--- src/common/wordle_consts.svh ---
`ifndef WORDLE_CONSTS_SVH
`define WORDLE_CONSTS_SVH

// Word and letter geometry
`define WORD_LEN 4
`define LETTER_W 5

// Board I/O, segments are active low
`define SEG_W 7
`define SW_W 10

// Game rules
`define MAX_GUESSES 5

// Lexicon size per level
`define LEX_DEPTH 8
`define SEL_W 3

// Marks a switch pattern that is no letter
`define LETTER_NONE 5'd31

`endif

--- src/common/wordle_pkg.sv ---
`include "wordle_consts.svh"

package wordle_pkg;

	typedef logic [`LETTER_W-1:0] letter_t; // A is 0, Z is 25
	typedef letter_t [0:`WORD_LEN-1] word_t; // Element 0 is leftmost
	typedef logic [`SEG_W-1:0] seg_t;
	typedef seg_t [0:`WORD_LEN-1] seg_word_t;
	typedef logic [`WORD_LEN-1:0] mask_t; // Bit i follows word element i

	typedef enum logic [1:0] {
		LVL_NONE,
		LVL_EASY,
		LVL_MEDIUM,
		LVL_HARD
	} level_t;

	typedef enum logic [2:0] {
		PH_IDLE,
		PH_GUESSING,
		PH_WON,
		PH_LOST,
		PH_REVEAL
	} phase_t;

	typedef struct packed {
		letter_t letter;
		level_t level;
	} entry_t;

	typedef struct packed {
		mask_t mask;
		logic hit; // Every position matched
	} score_t;

	typedef struct packed {
		logic win;
		logic lose;
	} status_t;

	// Bits 9..3 one-hot inside a group, bits 2..0 pick the group
	function automatic letter_t decode_letter(input logic [`SW_W-1:0] sw);
		logic [2:0] hot_cnt;
		logic [2:0] hot_pos;
		logic [4:0] base;
		logic group_ok;
		letter_t result;
		hot_cnt = '0;
		hot_pos = '0;
		for (int i = 0; i < 7; i++) begin
			if (sw[`SW_W-1-i]) begin
				hot_cnt = hot_cnt + 3'd1;
				hot_pos = 3'(i);
			end
		end
		group_ok = 1'b1;
		case (sw[2:0])
			3'b000: base = 5'd0; // A-G
			3'b001: base = 5'd7; // H-N
			3'b010: base = 5'd14; // O-U
			3'b100: base = 5'd21; // V-Z
			default: begin
				base = 5'd0;
				group_ok = 1'b0;
			end
		endcase
		result = base + {2'b00, hot_pos};
		// Last group has only five letters
		if (!group_ok || hot_cnt != 3'd1 || result > 5'd25) begin
			result = `LETTER_NONE;
		end
		return result;
	endfunction

	function automatic level_t decode_level(input logic [`SW_W-1:0] sw);
		level_t result;
		case (sw)
			10'b1000000000: result = LVL_EASY;
			10'b0100000000: result = LVL_MEDIUM;
			10'b0010000000: result = LVL_HARD;
			default: result = LVL_NONE;
		endcase
		return result;
	endfunction

endpackage

--- src/hw/entry/guess_collect.sv ---
`timescale 1ns/1ns
`include "wordle_consts.svh"

module guess_collect import wordle_pkg::*; (
	input logic clk,
	input logic reset,
	input logic accepting,
	input logic entry_valid,
	input entry_t entry,
	output logic guess_valid,
	output word_t guess,
	output word_t partial,
	output logic [2:0] count
);

	word_t word_next;
	logic take;

	assign take = accepting && entry_valid;

	// Partial guess with the incoming letter dropped in at count
	always_comb begin
		word_next = partial;
		word_next[count[1:0]] = entry.letter;
	end

	always_ff @(posedge clk) begin
		if (reset) begin
			count <= '0;
			guess_valid <= 1'b0;
		end else begin
			guess_valid <= 1'b0;
			if (!accepting) begin
				count <= '0; // Drop whatever was typed
			end else if (entry_valid) begin
				if (count == 3'(`WORD_LEN - 1)) begin
					count <= '0;
					guess_valid <= 1'b1;
				end else begin
					count <= count + 3'd1;
				end
			end
		end
	end

	always_ff @(posedge clk) begin
		if (take) begin
			partial <= word_next;
			guess <= word_next;
		end
	end

	assert property (@(posedge clk) disable iff (reset) count < 3'(`WORD_LEN))
		else $error("guess_collect: count ran past the word length");

endmodule

--- src/hw/entry/switch_decode.sv ---
`timescale 1ns/1ns
`include "wordle_consts.svh"

module switch_decode import wordle_pkg::*; (
	input logic clk,
	input logic reset,
	input logic enter,
	input logic [`SW_W-1:0] switches,
	output logic entry_valid,
	output entry_t entry
);

	entry_t entry_d;

	// Both readings of the same switch pattern
	always_comb begin
		entry_d.letter = decode_letter(switches);
		entry_d.level = decode_level(switches);
	end

	always_ff @(posedge clk) begin
		if (reset) begin
			entry_valid <= 1'b0;
		end else begin
			entry_valid <= enter; // Enter is already a one-cycle strobe
		end
	end

	always_ff @(posedge clk) begin
		if (enter) begin
			entry <= entry_d;
		end
	end

endmodule

--- src/hw/game/game_ctrl.sv ---
`timescale 1ns/1ns
`include "wordle_consts.svh"

module game_ctrl import wordle_pkg::*; (
	input logic clk,
	input logic reset,
	input logic entry_valid,
	input entry_t entry,
	input logic score_valid,
	input score_t score,
	output logic accepting,
	output phase_t phase,
	output level_t level,
	output word_t secret,
	output logic [2:0] attempts,
	output mask_t last_mask
);

	logic [`SEL_W-1:0] sel_cnt;
	logic [`SEL_W-1:0] index;
	logic start;

	assign start = (phase == PH_IDLE) && entry_valid && (entry.level != LVL_NONE);
	assign accepting = (phase == PH_GUESSING);

	// Free-running pick of the secret word
	always_ff @(posedge clk) begin
		if (reset) begin
			sel_cnt <= '0;
		end else if (sel_cnt == `SEL_W'(`LEX_DEPTH - 1)) begin
			sel_cnt <= '0;
		end else begin
			sel_cnt <= sel_cnt + 1'b1;
		end
	end

	always_ff @(posedge clk) begin
		if (start) begin
			index <= sel_cnt;
		end
	end

	word_rom word_rom_inst (
		.level(level),
		.index(index),
		.word(secret)
	);

	always_ff @(posedge clk) begin
		if (reset) begin
			phase <= PH_IDLE;
			level <= LVL_NONE;
			attempts <= '0;
			last_mask <= '0;
		end else begin
			case (phase)
				PH_IDLE: begin
					if (start) begin
						phase <= PH_GUESSING;
						level <= entry.level;
						attempts <= '0;
						last_mask <= '0;
					end
				end
				PH_GUESSING: begin
					if (score_valid) begin
						last_mask <= score.mask;
						if (score.hit) begin
							phase <= PH_WON;
						end else begin
							attempts <= attempts + 3'd1;
							if (attempts == 3'(`MAX_GUESSES - 1)) begin
								phase <= PH_LOST; // Out of tries
							end
						end
					end
				end
				PH_WON, PH_REVEAL: begin
					if (entry_valid) phase <= PH_IDLE;
				end
				PH_LOST: begin
					if (entry_valid) phase <= PH_REVEAL; // Next press shows the word
				end
				default: phase <= PH_IDLE;
			endcase
		end
	end

	assert property (@(posedge clk) disable iff (reset) attempts <= 3'(`MAX_GUESSES))
		else $error("game_ctrl: attempts above the guess limit");

endmodule

--- src/hw/game/guess_score.sv ---
`timescale 1ns/1ns
`include "wordle_consts.svh"

module guess_score import wordle_pkg::*; (
	input logic clk,
	input logic reset,
	input logic guess_valid,
	input word_t guess,
	input word_t secret,
	output logic score_valid,
	output score_t score
);

	score_t score_d;

	always_comb begin
		for (int i = 0; i < `WORD_LEN; i++) begin
			// Invalid letter never matches
			score_d.mask[i] = (guess[i] == secret[i]) && (guess[i] != `LETTER_NONE);
		end
		score_d.hit = &score_d.mask;
	end

	always_ff @(posedge clk) begin
		if (reset) begin
			score_valid <= 1'b0;
		end else begin
			score_valid <= guess_valid;
		end
	end

	always_ff @(posedge clk) begin
		if (guess_valid) begin
			score <= score_d;
		end
	end

	// A guess only arrives once a secret word has been chosen
	assert property (@(posedge clk) disable iff (reset)
		guess_valid |-> secret[0] != `LETTER_NONE)
		else $error("guess_score: guess scored against no secret word");

endmodule

--- src/hw/game/word_rom.sv ---
`timescale 1ns/1ns
`include "wordle_consts.svh"

module word_rom import wordle_pkg::*; (
	input level_t level,
	input logic [`SEL_W-1:0] index,
	output word_t word
);

	// Letters as alphabet indices, A is 0
	always_comb begin
		word = {`WORD_LEN{`LETTER_NONE}};
		case (level)
			LVL_EASY: case (index)
				3'd0: word = {5'd2, 5'd0, 5'd6, 5'd4}; // cage
				3'd1: word = {5'd1, 5'd4, 5'd0, 5'd3}; // bead
				3'd2: word = {5'd4, 5'd3, 5'd6, 5'd4}; // edge
				3'd3: word = {5'd5, 5'd0, 5'd2, 5'd4}; // face
				3'd4: word = {5'd3, 5'd4, 5'd0, 5'd3}; // dead
				3'd5: word = {5'd5, 5'd4, 5'd4, 5'd3}; // feed
				3'd6: word = {5'd0, 5'd2, 5'd4, 5'd3}; // aced
				default: word = {5'd3, 5'd4, 5'd0, 5'd5}; // deaf
			endcase
			LVL_MEDIUM: case (index)
				3'd0: word = {5'd2, 5'd0, 5'd13, 5'd4}; // cane
				3'd1: word = {5'd11, 5'd0, 5'd13, 5'd3}; // land
				3'd2: word = {5'd1, 5'd4, 5'd0, 5'd13}; // bean
				3'd3: word = {5'd13, 5'd0, 5'd12, 5'd4}; // name
				3'd4: word = {5'd12, 5'd0, 5'd3, 5'd4}; // made
				3'd5: word = {5'd12, 5'd0, 5'd8, 5'd3}; // maid
				3'd6: word = {5'd11, 5'd0, 5'd13, 5'd4}; // lane
				default: word = {5'd7, 5'd0, 5'd13, 5'd3}; // hand
			endcase
			LVL_HARD: case (index)
				3'd0: word = {5'd2, 5'd14, 5'd3, 5'd4}; // code
				3'd1: word = {5'd11, 5'd14, 5'd21, 5'd4}; // love
				3'd2: word = {5'd5, 5'd11, 5'd8, 5'd15}; // flip
				3'd3: word = {5'd5, 5'd11, 5'd14, 5'd15}; // flop
				3'd4: word = {5'd5, 5'd15, 5'd6, 5'd0}; // fpga
				3'd5: word = {5'd1, 5'd11, 5'd20, 5'd4}; // blue
				3'd6: word = {5'd18, 5'd19, 5'd0, 5'd17}; // star
				default: word = {5'd5, 5'd8, 5'd17, 5'd4}; // fire
			endcase
			default: ; // No level picked yet
		endcase
	end

endmodule

--- src/hw/seg_display.sv ---
`timescale 1ns/1ns
`include "wordle_consts.svh"

module seg_display import wordle_pkg::*; (
	input logic clk,
	input logic reset,
	input logic [`SW_W-1:0] switches,
	input phase_t phase,
	input level_t level,
	input word_t secret,
	input word_t partial,
	input logic [2:0] count,
	input logic [2:0] attempts,
	input mask_t last_mask,
	output seg_word_t digits,
	output mask_t match_leds,
	output logic [3:0] attempt_leds,
	output status_t status
);

	localparam letter_t L_BLANK = 5'd30; // Display-only code for a dark digit
	localparam seg_word_t SELE_SEGS = {7'b0100100, 7'b0110000, 7'b1110001, 7'b0110000};

	word_t screen;
	letter_t live;
	seg_word_t digits_d;
	logic [2:0] capped;
	logic [4:0] thermo;

	// Active-low segment codes
	function automatic seg_t seg_of(input letter_t l);
		seg_t s;
		case (l)
			5'd0: s = 7'b0001000; 5'd1: s = 7'b1100000; 5'd2: s = 7'b0110001;
			5'd3: s = 7'b1000010; 5'd4: s = 7'b0110000; 5'd5: s = 7'b0111000;
			5'd6: s = 7'b0000100; 5'd7: s = 7'b1101000; 5'd8: s = 7'b1001111;
			5'd9: s = 7'b1000111; 5'd10: s = 7'b1111000; 5'd11: s = 7'b1110001;
			5'd12: s = 7'b1011010; 5'd13: s = 7'b1101010; 5'd14: s = 7'b0000001;
			5'd15: s = 7'b0011000; 5'd16: s = 7'b0001100; 5'd17: s = 7'b1111010;
			5'd18: s = 7'b0100100; 5'd19: s = 7'b1001110; 5'd20: s = 7'b1000001;
			5'd21: s = 7'b1101011; 5'd22: s = 7'b1001001; 5'd23: s = 7'b1001000;
			5'd24: s = 7'b1000100; 5'd25: s = 7'b0010010;
			L_BLANK: s = 7'b1111111;
			default: s = 7'b0000000; // Bad pattern lights everything
		endcase
		return s;
	endfunction

	assign live = decode_letter(switches);

	always_comb begin
		screen = {`WORD_LEN{L_BLANK}};
		case (phase)
			PH_IDLE: case (decode_level(switches))
				LVL_EASY: screen = {5'd4, 5'd0, 5'd18, 5'd24}; // EASY
				LVL_MEDIUM: screen = {5'd12, 5'd4, 5'd3, L_BLANK}; // MED
				LVL_HARD: screen = {5'd7, 5'd0, 5'd17, 5'd3}; // HARD
				default: screen = {5'd18, 5'd4, 5'd11, 5'd4}; // SELE
			endcase
			PH_GUESSING: begin
				for (int i = 0; i < `WORD_LEN; i++) begin
					if (i < int'(count)) screen[i] = partial[i];
					else if (i == int'(count)) screen[i] = live; // Echo of the switches
				end
			end
			PH_WON: screen = {5'd22, 5'd8, 5'd13, 5'd18}; // WINS
			PH_LOST: screen = {5'd11, 5'd14, 5'd18, 5'd4}; // LOSE
			PH_REVEAL: screen = secret;
			default: ;
		endcase
		for (int i = 0; i < `WORD_LEN; i++) begin
			digits_d[i] = seg_of(screen[i]);
		end
	end

	// Thermometer stops at four lit
	assign capped = (attempts > 3'd4) ? 3'd4 : attempts;
	assign thermo = (5'd1 << capped) - 5'd1;

	always_ff @(posedge clk) begin
		if (reset) begin
			digits <= SELE_SEGS;
			match_leds <= '0;
			attempt_leds <= '0;
			status <= '0;
		end else begin
			digits <= digits_d;
			match_leds <= (phase == PH_GUESSING) ? last_mask : '0;
			attempt_leds <= thermo[3:0];
			status.win <= (phase == PH_WON);
			status.lose <= (phase == PH_LOST) || (phase == PH_REVEAL);
		end
	end

	// A game in progress always has a level behind it
	assert property (@(posedge clk) disable iff (reset) phase == PH_GUESSING |-> level != LVL_NONE)
		else $error("seg_display: guessing with no level");

endmodule

--- src/hw/wordle_top.sv ---
`timescale 1ns/1ns
`include "wordle_consts.svh"

module wordle_top import wordle_pkg::*; (
	input logic clk,
	input logic reset,
	input logic enter,
	input logic [`SW_W-1:0] switches,
	output seg_word_t digits,
	output mask_t match_leds,
	output logic [3:0] attempt_leds,
	output status_t status
);

	logic entry_valid;
	entry_t entry;
	logic accepting;
	logic guess_valid;
	word_t guess;
	word_t partial;
	logic [2:0] count;
	logic score_valid;
	score_t score;
	phase_t phase;
	level_t level;
	word_t secret;
	logic [2:0] attempts;
	mask_t last_mask;

	switch_decode switch_decode_inst (
		.clk(clk),
		.reset(reset),
		.enter(enter),
		.switches(switches),
		.entry_valid(entry_valid),
		.entry(entry)
	);

	guess_collect guess_collect_inst (
		.clk(clk),
		.reset(reset),
		.accepting(accepting),
		.entry_valid(entry_valid),
		.entry(entry),
		.guess_valid(guess_valid),
		.guess(guess),
		.partial(partial),
		.count(count)
	);

	guess_score guess_score_inst (
		.clk(clk),
		.reset(reset),
		.guess_valid(guess_valid),
		.guess(guess),
		.secret(secret),
		.score_valid(score_valid),
		.score(score)
	);

	game_ctrl game_ctrl_inst (
		.clk(clk),
		.reset(reset),
		.entry_valid(entry_valid),
		.entry(entry),
		.score_valid(score_valid),
		.score(score),
		.accepting(accepting),
		.phase(phase),
		.level(level),
		.secret(secret),
		.attempts(attempts),
		.last_mask(last_mask)
	);

	seg_display seg_display_inst (
		.clk(clk),
		.reset(reset),
		.switches(switches),
		.phase(phase),
		.level(level),
		.secret(secret),
		.partial(partial),
		.count(count),
		.attempts(attempts),
		.last_mask(last_mask),
		.digits(digits),
		.match_leds(match_leds),
		.attempt_leds(attempt_leds),
		.status(status)
	);

endmodule

--- config.mk ---
export PLATFORM = sky130hd
export DESIGN_NAME = wordle_top
export DESIGN_NICKNAME = d
export VERILOG_FILES = /design/src/common/wordle_pkg.sv /design/src/hw/entry/guess_collect.sv /design/src/hw/entry/switch_decode.sv /design/src/hw/game/game_ctrl.sv /design/src/hw/game/guess_score.sv /design/src/hw/game/word_rom.sv /design/src/hw/seg_display.sv /design/src/hw/wordle_top.sv
export VERILOG_INCLUDE_DIRS = /design/src /design/src/common
export SDC_FILE = /design/constraint.sdc
export NUM_CORES = 1
export LEC_CHECK = 0
export BUFFER_PORTS_ARGS = -buffer_cell sky130_fd_sc_hd__buf_2
export CORE_MARGIN = 2
export CORE_UTILIZATION = 56
export DETAILED_ROUTE_END_ITERATION = 8
export GPL_TIMING_DRIVEN = 0
export PLACE_DENSITY = 0.78
export SYNTH_ARGS = -nofsm -noshare
export SYNTH_HDL_FRONTEND = slang
export SYNTH_SLANG_ARGS = --single-unit
export TNS_END_PERCENT = 1
--- constraint.sdc ---
create_clock -name clk -period 7.01 [get_ports clk]
set_input_delay 1.7525 -clock clk [delete_from_list [all_inputs] [get_ports clk]]
set_output_delay 1.7525 -clock clk [all_outputs]
set_load 0.005 [all_outputs]
# Word level (Yosys, flattened, before mapping)
# Memories as Yosys holds them, arrays and structs flattened. A register that Yosys moved wholly into a read port is not among the register bits.
# Index checks and enable logic that the tools add are counted.
# W data, S select, Z words.
# classes
shift	1
eq_ne	43
n_mux	52
reduce_logical	28
add_sub_neg	11
magnitude_cmp	8
n_bitwise	3
# op_table
op	count
$pmux W20 S7	1
$pmux W19 S7	1
$pmux W18 S7	1
$pmux W20 S3	2
$pmux W20 S5	1
$mux W3	20
$mux W5	10
$add A3 B1 Y3 const B	8
$eq A3 B3 Y1 const B	7
$bwmux W20	1
$eq A5 B5 Y1	4
$ne A5 B5 Y1 const B	4
$eq A3 B2 Y1 const B	6
$pmux W5 S3	1
$logic_not A3 Y1	4
$pmux W3 S4	1
$demux W5 S2	1
$eq A10 B10 Y1 const B	1
$eq A10 B8 Y1 const B	1
$eq A10 B9 Y1 const B	1
$eq A3 B1 Y1 const B	3
$eq A2 B2 Y1 const B	4
$logic_and A1 B1 Y1	8
$mux W4	2
other kinds (33)	53
# word_totals
romBits	896
inputBits	13
elab_cells	172
ff_bits	66
memories	4
# memory_table
name	words	width	read_ports	rd_ports_with_merged_regs	wr	line_no	source
(no name shown)	32	7	1	1	0	seg_display.sv:33	case (l)
(no name shown)	32	7	1	1	0	seg_display.sv:33	
(no name shown)	32	7	1	1	0	seg_display.sv:33	
(no name shown)	32	7	1	1	0	seg_display.sv:33	

# Longest topological paths before layout
# depth
ltp_word	20
ltp_mapped	27
mapped_depth_nobuf	24

# Hierarchy
# From an unflattened synthesis, not the netlist that was laid out.
# unflattened
cells_unflattened	974
hier_area_um2	8182.8
# by_module_without_submodules
mod	area_each_um2	instances	cells_per_inst	seq_area_each_um2
seg_display	4322.9	1	581	760.7
switch_decode	1031.0	1	116	230.2
guess_collect	984.7	1	64	680.7
game_ctrl	798.3	1	80	390.4
word_rom	590.6	1	89	0.0
guess_score	455.4	1	44	170.2

# Least setup slack after synthesis
# OpenSTA, ideal clock, no wires.
# synth_path
path_kind	input to register
startpoint	in switches[8]
endpoint	reg seg_display_inst.digits[27] in the netlist's numbering
slack_ns	0.103
cell_stages	26
path_buffers	3
arrival_time_ns	6.836
setup_ns	0.071
path_cell_list	inv_1 > ha_1 > xor2_1 > ha_1 > nand2_1 > nand2_1 > ha_1 > nand2b_1 > a21boi_0 > ha_1 > mux2_2 > ha_1 > nand2_1 > xnor3_1 > xnor2_1 > or3_1 > clkbuf_2 > or4_4 > buf_6 > a311o_1 > buf_6 > inv_1 > ha_1 > nor3_1 > a311o_1 > a21oi_1
# synth_between
elab_chain_len	18
word_cells_on_any_way	35
# synth_lines
item	line_no	source
start, declared	wordle_top.sv:8	input logic [`SW_W-1:0] switches,
$mux W3	wordle_pkg.sv:51	if (sw[`SW_W-1-i]) begin
$add A3 B1 Y3	wordle_pkg.sv:52	hot_cnt = hot_cnt + 3'd1;
$mux W3	wordle_pkg.sv:51	
$add A3 B1 Y3	wordle_pkg.sv:52	
$mux W3	wordle_pkg.sv:51	
$add A3 B1 Y3	wordle_pkg.sv:52	
$mux W3	wordle_pkg.sv:51	
$add A3 B1 Y3	wordle_pkg.sv:52	
[... 2 more ...]	n/a	
$mux W3	wordle_pkg.sv:51	
$ne A3 B1 Y1	wordle_pkg.sv:69	if (!group_ok || hot_cnt != 3'd1 || result > 5'd25) begin
$logic_or A1 B1 Y1 (2 in series)	wordle_pkg.sv:69	
$mux W5 *	wordle_pkg.sv:69	
named net seg_display_inst.live[0]	seg_display.sv:25	letter_t live;
$mux W5 *	seg_display.sv:63	else if (i == int'(count)) screen[i] = live;
$mux W5 *	seg_display.sv:62	if (i < int'(count)) screen[i] = partial[i];
$pmux W20 S5 *	seg_display.sv:53	case (phase)
end, declared	seg_display.sv:15	output seg_word_t digits,
# The timed path passes the listed nets; every way through them passes the cells marked *. The select of a mux whose other input is x is not followed.
# A chain may end at the register's enable or synchronous reset.

# Worst setup path after layout
# layout_path
startpoint	in switches[8]
endpoint	reg seg_display_inst.digits[26] in the netlist's numbering
# The elaborated chain is that of the path after synthesis.

==> flow_metrics.py <==
metrics = {
    "clocking": {
        "hold_buffers": 0,
        "clock-root-buffer": "clkbuf_16",
        "cts_buffer_depth": 2,
        "numCtsBuffers": 9,
        "clk_latency_ns": 0.36,
        "htreeDepth": 3,
        "cts_tree": "yes",
        "tritoncts_num_sinks": 94,
        "clk_pin_slew_worst_paths_ns": 0.06,
    },
    "yosys": {
        "syn-num-nets": 942,
        "avgSynthCellArea_um2": 8.323,
        "synth_area_leaders": "dfxtp_1 (16%), edfxtp_1 (14%), ha_1 (8.7%)",
        "yosysTopAreaCell": "dfxtp_1",
        "yosysWarnings": 0,
        "netlist_area_um2": 7300,
        "ys_ff_latch": 94,
        "synth_top_cell_area_share": 0.1618,
        "yosysSeqAreaShare": 0.3058,
        "syn_inst": 877,
        "ys_types": 81,
        "synth_ff_type": "dfxtp_1",
        "synth_edf_count": 35,
        "async_flop_share": 0,
    },
    "route": {
        "initialDrtViolationCount": 712,
        "drc": 0,
        "routed_via_density": 6.314,
        "wirelength_mm": 20.21,
        "num_vias": 7065,
        "post_drt_wl_per_cell_um": 18.06,
        "first_pass_iters": 6,
        "ant_nets": 0,
    },
    "finish": {
        "drive_above_1_share": 0.1309,
        "final_common_cell": "nand2_1",
        "areaGrowthSynthToFinish_pct": 12.14,
        "nets": 1007,
        "antenna_cells": 0,
        "final_cell_mix": "nand2_1 (82), nor2_1 (70), dfxtp_1 (59)",
        "final_util": 0.6460,
    },
    "power": {
        "p_leak_nw": 3.234,
        "power.density_nw_per_um2": 182.7,
        "ir_drop_uv": 110.6,
        "p_total_mw": 1.496,
    },
    "run_status": {
        "status": "complete, no violations",
    },
    "placed_design": {
        "routabilityCongestion": 1.028,
        "io_buffers": 45,
        "hpwl_mm": 14.83,
        "dp_slack_ns": -0.5618,
    },
    "global_route": {
        "grt_pass1_wl_mm": 32.02,
        "grt_max_degree": 16,
        "grt_use_total": 0.2835,
        "grt_pass1_vias": 6374,
        "antenna_found_initial": 0,
        "grt_overflow": 0,
    },
    "critical_path": {
        "rr_worst_depth": 13,
        "critPathKind": "in -> reg",
        "rrSetupSlack_ns": 2.86,
        "endpoint_kind": "flop",
        "crit_end": "seg_display_inst.digits[26]",
        "rr_endpoint": "seg_display_inst.digits[13]",
        "cp_max_fo": 10,
        "cp.required_ns": 7.25,
        "crit_start": "switches[8]",
        "crit_arrival_ns": 7.06,
        "r2r_start": "game_ctrl_inst.phase[2]",
        "critPathLaunchType": "input port",
    },
    "floorplan": {
        "chipWidth_um": 118.2,
        "row_count": 41,
        "die_h_um": 118.2,
        "io_pins": 51,
        "die_area_um2": 13960,
        "start_util": 0.5761,
        "core_um2": 12670,
    },
    "run": {
        "drv_cap": 0,
    },
    "timing": {
        "finalMaxSlewViolations": 0,
        "relSlewSlack": 0.07037,
        "finalHoldViolations": 0,
        "post-route-min-period_ns": 6.819,
        "grt_setup_unrepaired": "yes",
        "tightest_slew_ns": 1.359,
        "fin_crit_sh": 0.9727,
        "finalWorstSetupSlack_ns": 0.1915,
        "fin_worst_skew_ns": 0.01061,
        "tns_ns": 0,
        "setup-violations-final": 0,
        "fmax_ghz": 0.1467,
    },
    "min_path": {
        "worst_hold_path_type": "reg -> reg",
    },
}
timing repair:
item	in CTS	in global routing
resized for setup	8	15
buffers inserted	0	9
pin swaps	1	5
setup endpoints to repair	12	25
gates cloned	0	0
flip-flops by register name, summed over array words and instances, names as in the netlist, 4 cells and up:
register                       flops
game_ctrl_inst.last_mask           4
guess_collect_inst.guess          20
guess_score_inst.score             5
seg_display_inst.attempt_leds      4
seg_display_inst.digits           28
seg_display_inst.match_leds        4
switch_decode_inst.entry           7
metal layers:
layer / GRT usage / part of all wire / vias up
met2: 0.4509 / 0.46 / 346
met5: 0 / 0 / -
met4: 0.1423 / 0.041 / 0
met1: 0.3743 / 0.42 / 3291
li1: - / - / 3362
met3: 0.04392 / 0.082 / 66
synthesized netlist by cell type, types with 5 or more instances:
| library cell | count |
|---|---|
| o21ai_0 | 41 |
| a2111oi_0 | 6 |
| clkbuf_1 | 43 |
| nand3_1 | 28 |
| mux2i_1 | 28 |
| and3_1 | 10 |
| o31ai_1 | 8 |
| buf_1 | 6 |
| ha_1 | 51 |
| a31oi_1 | 20 |
| o21a_1 | 8 |
| nor2_1 | 70 |
| or3_1 | 11 |
| xor2_1 | 9 |
| o31a_1 | 6 |
| xnor2_1 | 23 |
| a211oi_1 | 7 |
| nand2b_1 | 13 |
| a22oi_1 | 6 |
| nor2b_1 | 10 |
| dfxtp_1 | 59 |
| o211ai_1 | 7 |
| and2_1 | 11 |
| o311ai_0 | 6 |
| o21ai_1 | 6 |
| o22ai_1 | 10 |
| nand2_1 | 82 |
| a21o_1 | 15 |
| buf_2 | 10 |
| edfxtp_1 | 35 |
| nor4_1 | 8 |
| a21oi_1 | 59 |
| nand4_1 | 5 |
| inv_1 | 38 |
| nor3_1 | 26 |
| o221ai_1 | 9 |
metrics by stage:
step                cell area [um2]  instances  hold WS [ns]
detailed placement             7740       1094        0.4303
floorplan                      7300        877        0.4123
finish                         8185       1119        0.4418
global route                   8185       1119        0.4652
CTS                            8055       1110        0.4453
global placement               7740       1094        0.4168
report_power, final:
group / internal (mW) / leakage [nW] / switching [mW]
clock network: 0.261 / 0.134 / 0.207
registers: 0.596 / 0.799 / 0.0112
logic: 0.167 / 2.30 / 0.253
total: 1.02 / 3.23 / 0.472
how the worst min path moves through the flow:
stage	start	end	slack, ns	cells after the start
CTS	game_ctrl_inst.sel_cnt[1]	game_ctrl_inst.index[1]	0.45	0
global placement	game_ctrl_inst.sel_cnt[2]	game_ctrl_inst.index[2]	0.42	0
detailed placement	game_ctrl_inst.sel_cnt[1]	game_ctrl_inst.index[1]	0.43	0
finish	game_ctrl_inst.sel_cnt[1]	game_ctrl_inst.index[1]	0.44	0
global route	game_ctrl_inst.sel_cnt[1]	game_ctrl_inst.index[1]	0.47	0
floorplan	game_ctrl_inst.sel_cnt[1]	game_ctrl_inst.index[1]	0.41	0
layout make-up:
| class | instances | area (um2) |
|---|---|---|
| timing repair buffer | 54 | 292.8 |
| fill | 1095 | 4486 |
| multi-input combinational | 681 | 4722 |
| clock inverter | 5 | 32.53 |
| tap | 172 | 215.2 |
| clock buffer | 11 | 254.0 |
| buffer | 64 | 290.3 |
| sequential | 94 | 2232 |
| inverter | 38 | 146.4 |
cell families (layout without fill, tap and decap cells):
logic type / count (synthesis) / count (layout) / synth area share
AND/OR/NAND/NOR: 296 / 296 / 0.1987
AO/OA/AOI/OAI: 266 / 266 / 0.2552
buffers and inverters: 102 / 172 / 0.05845
flip-flops: 94 / 94 / 0.3058
adder cells (fa/ha/maj): 52 / 52 / 0.09016
XOR/XNOR: 35 / 35 / 0.04714
multiplexers: 32 / 32 / 0.04457
critical path, cell delays in order:
cell and delay, ns:
buf_2 0.13, inv_2 0.07, ha_4 0.25, xor2_1 0.16
ha_1 0.30, nand2_1 0.07, nand2_1 0.05, ha_1 0.26
nand2b_1 0.15, a21boi_2 0.16, ha_1 0.29, mux2_2 0.27
ha_1 0.18, nand2_1 0.07, xnor3_1 0.22, xnor2_1 0.15
or3_1 0.36, buf_6 0.15, or4_4 0.48, buf_6 0.16
a311o_1 0.35, buf_6 0.16, clkinvlp_4 0.14, ha_4 0.16
inv_1 0.06, mux2i_1 0.13, a21oi_1 0.08, a221o_1 0.30
No activity file was read; power rests on OpenSTA's default activity.
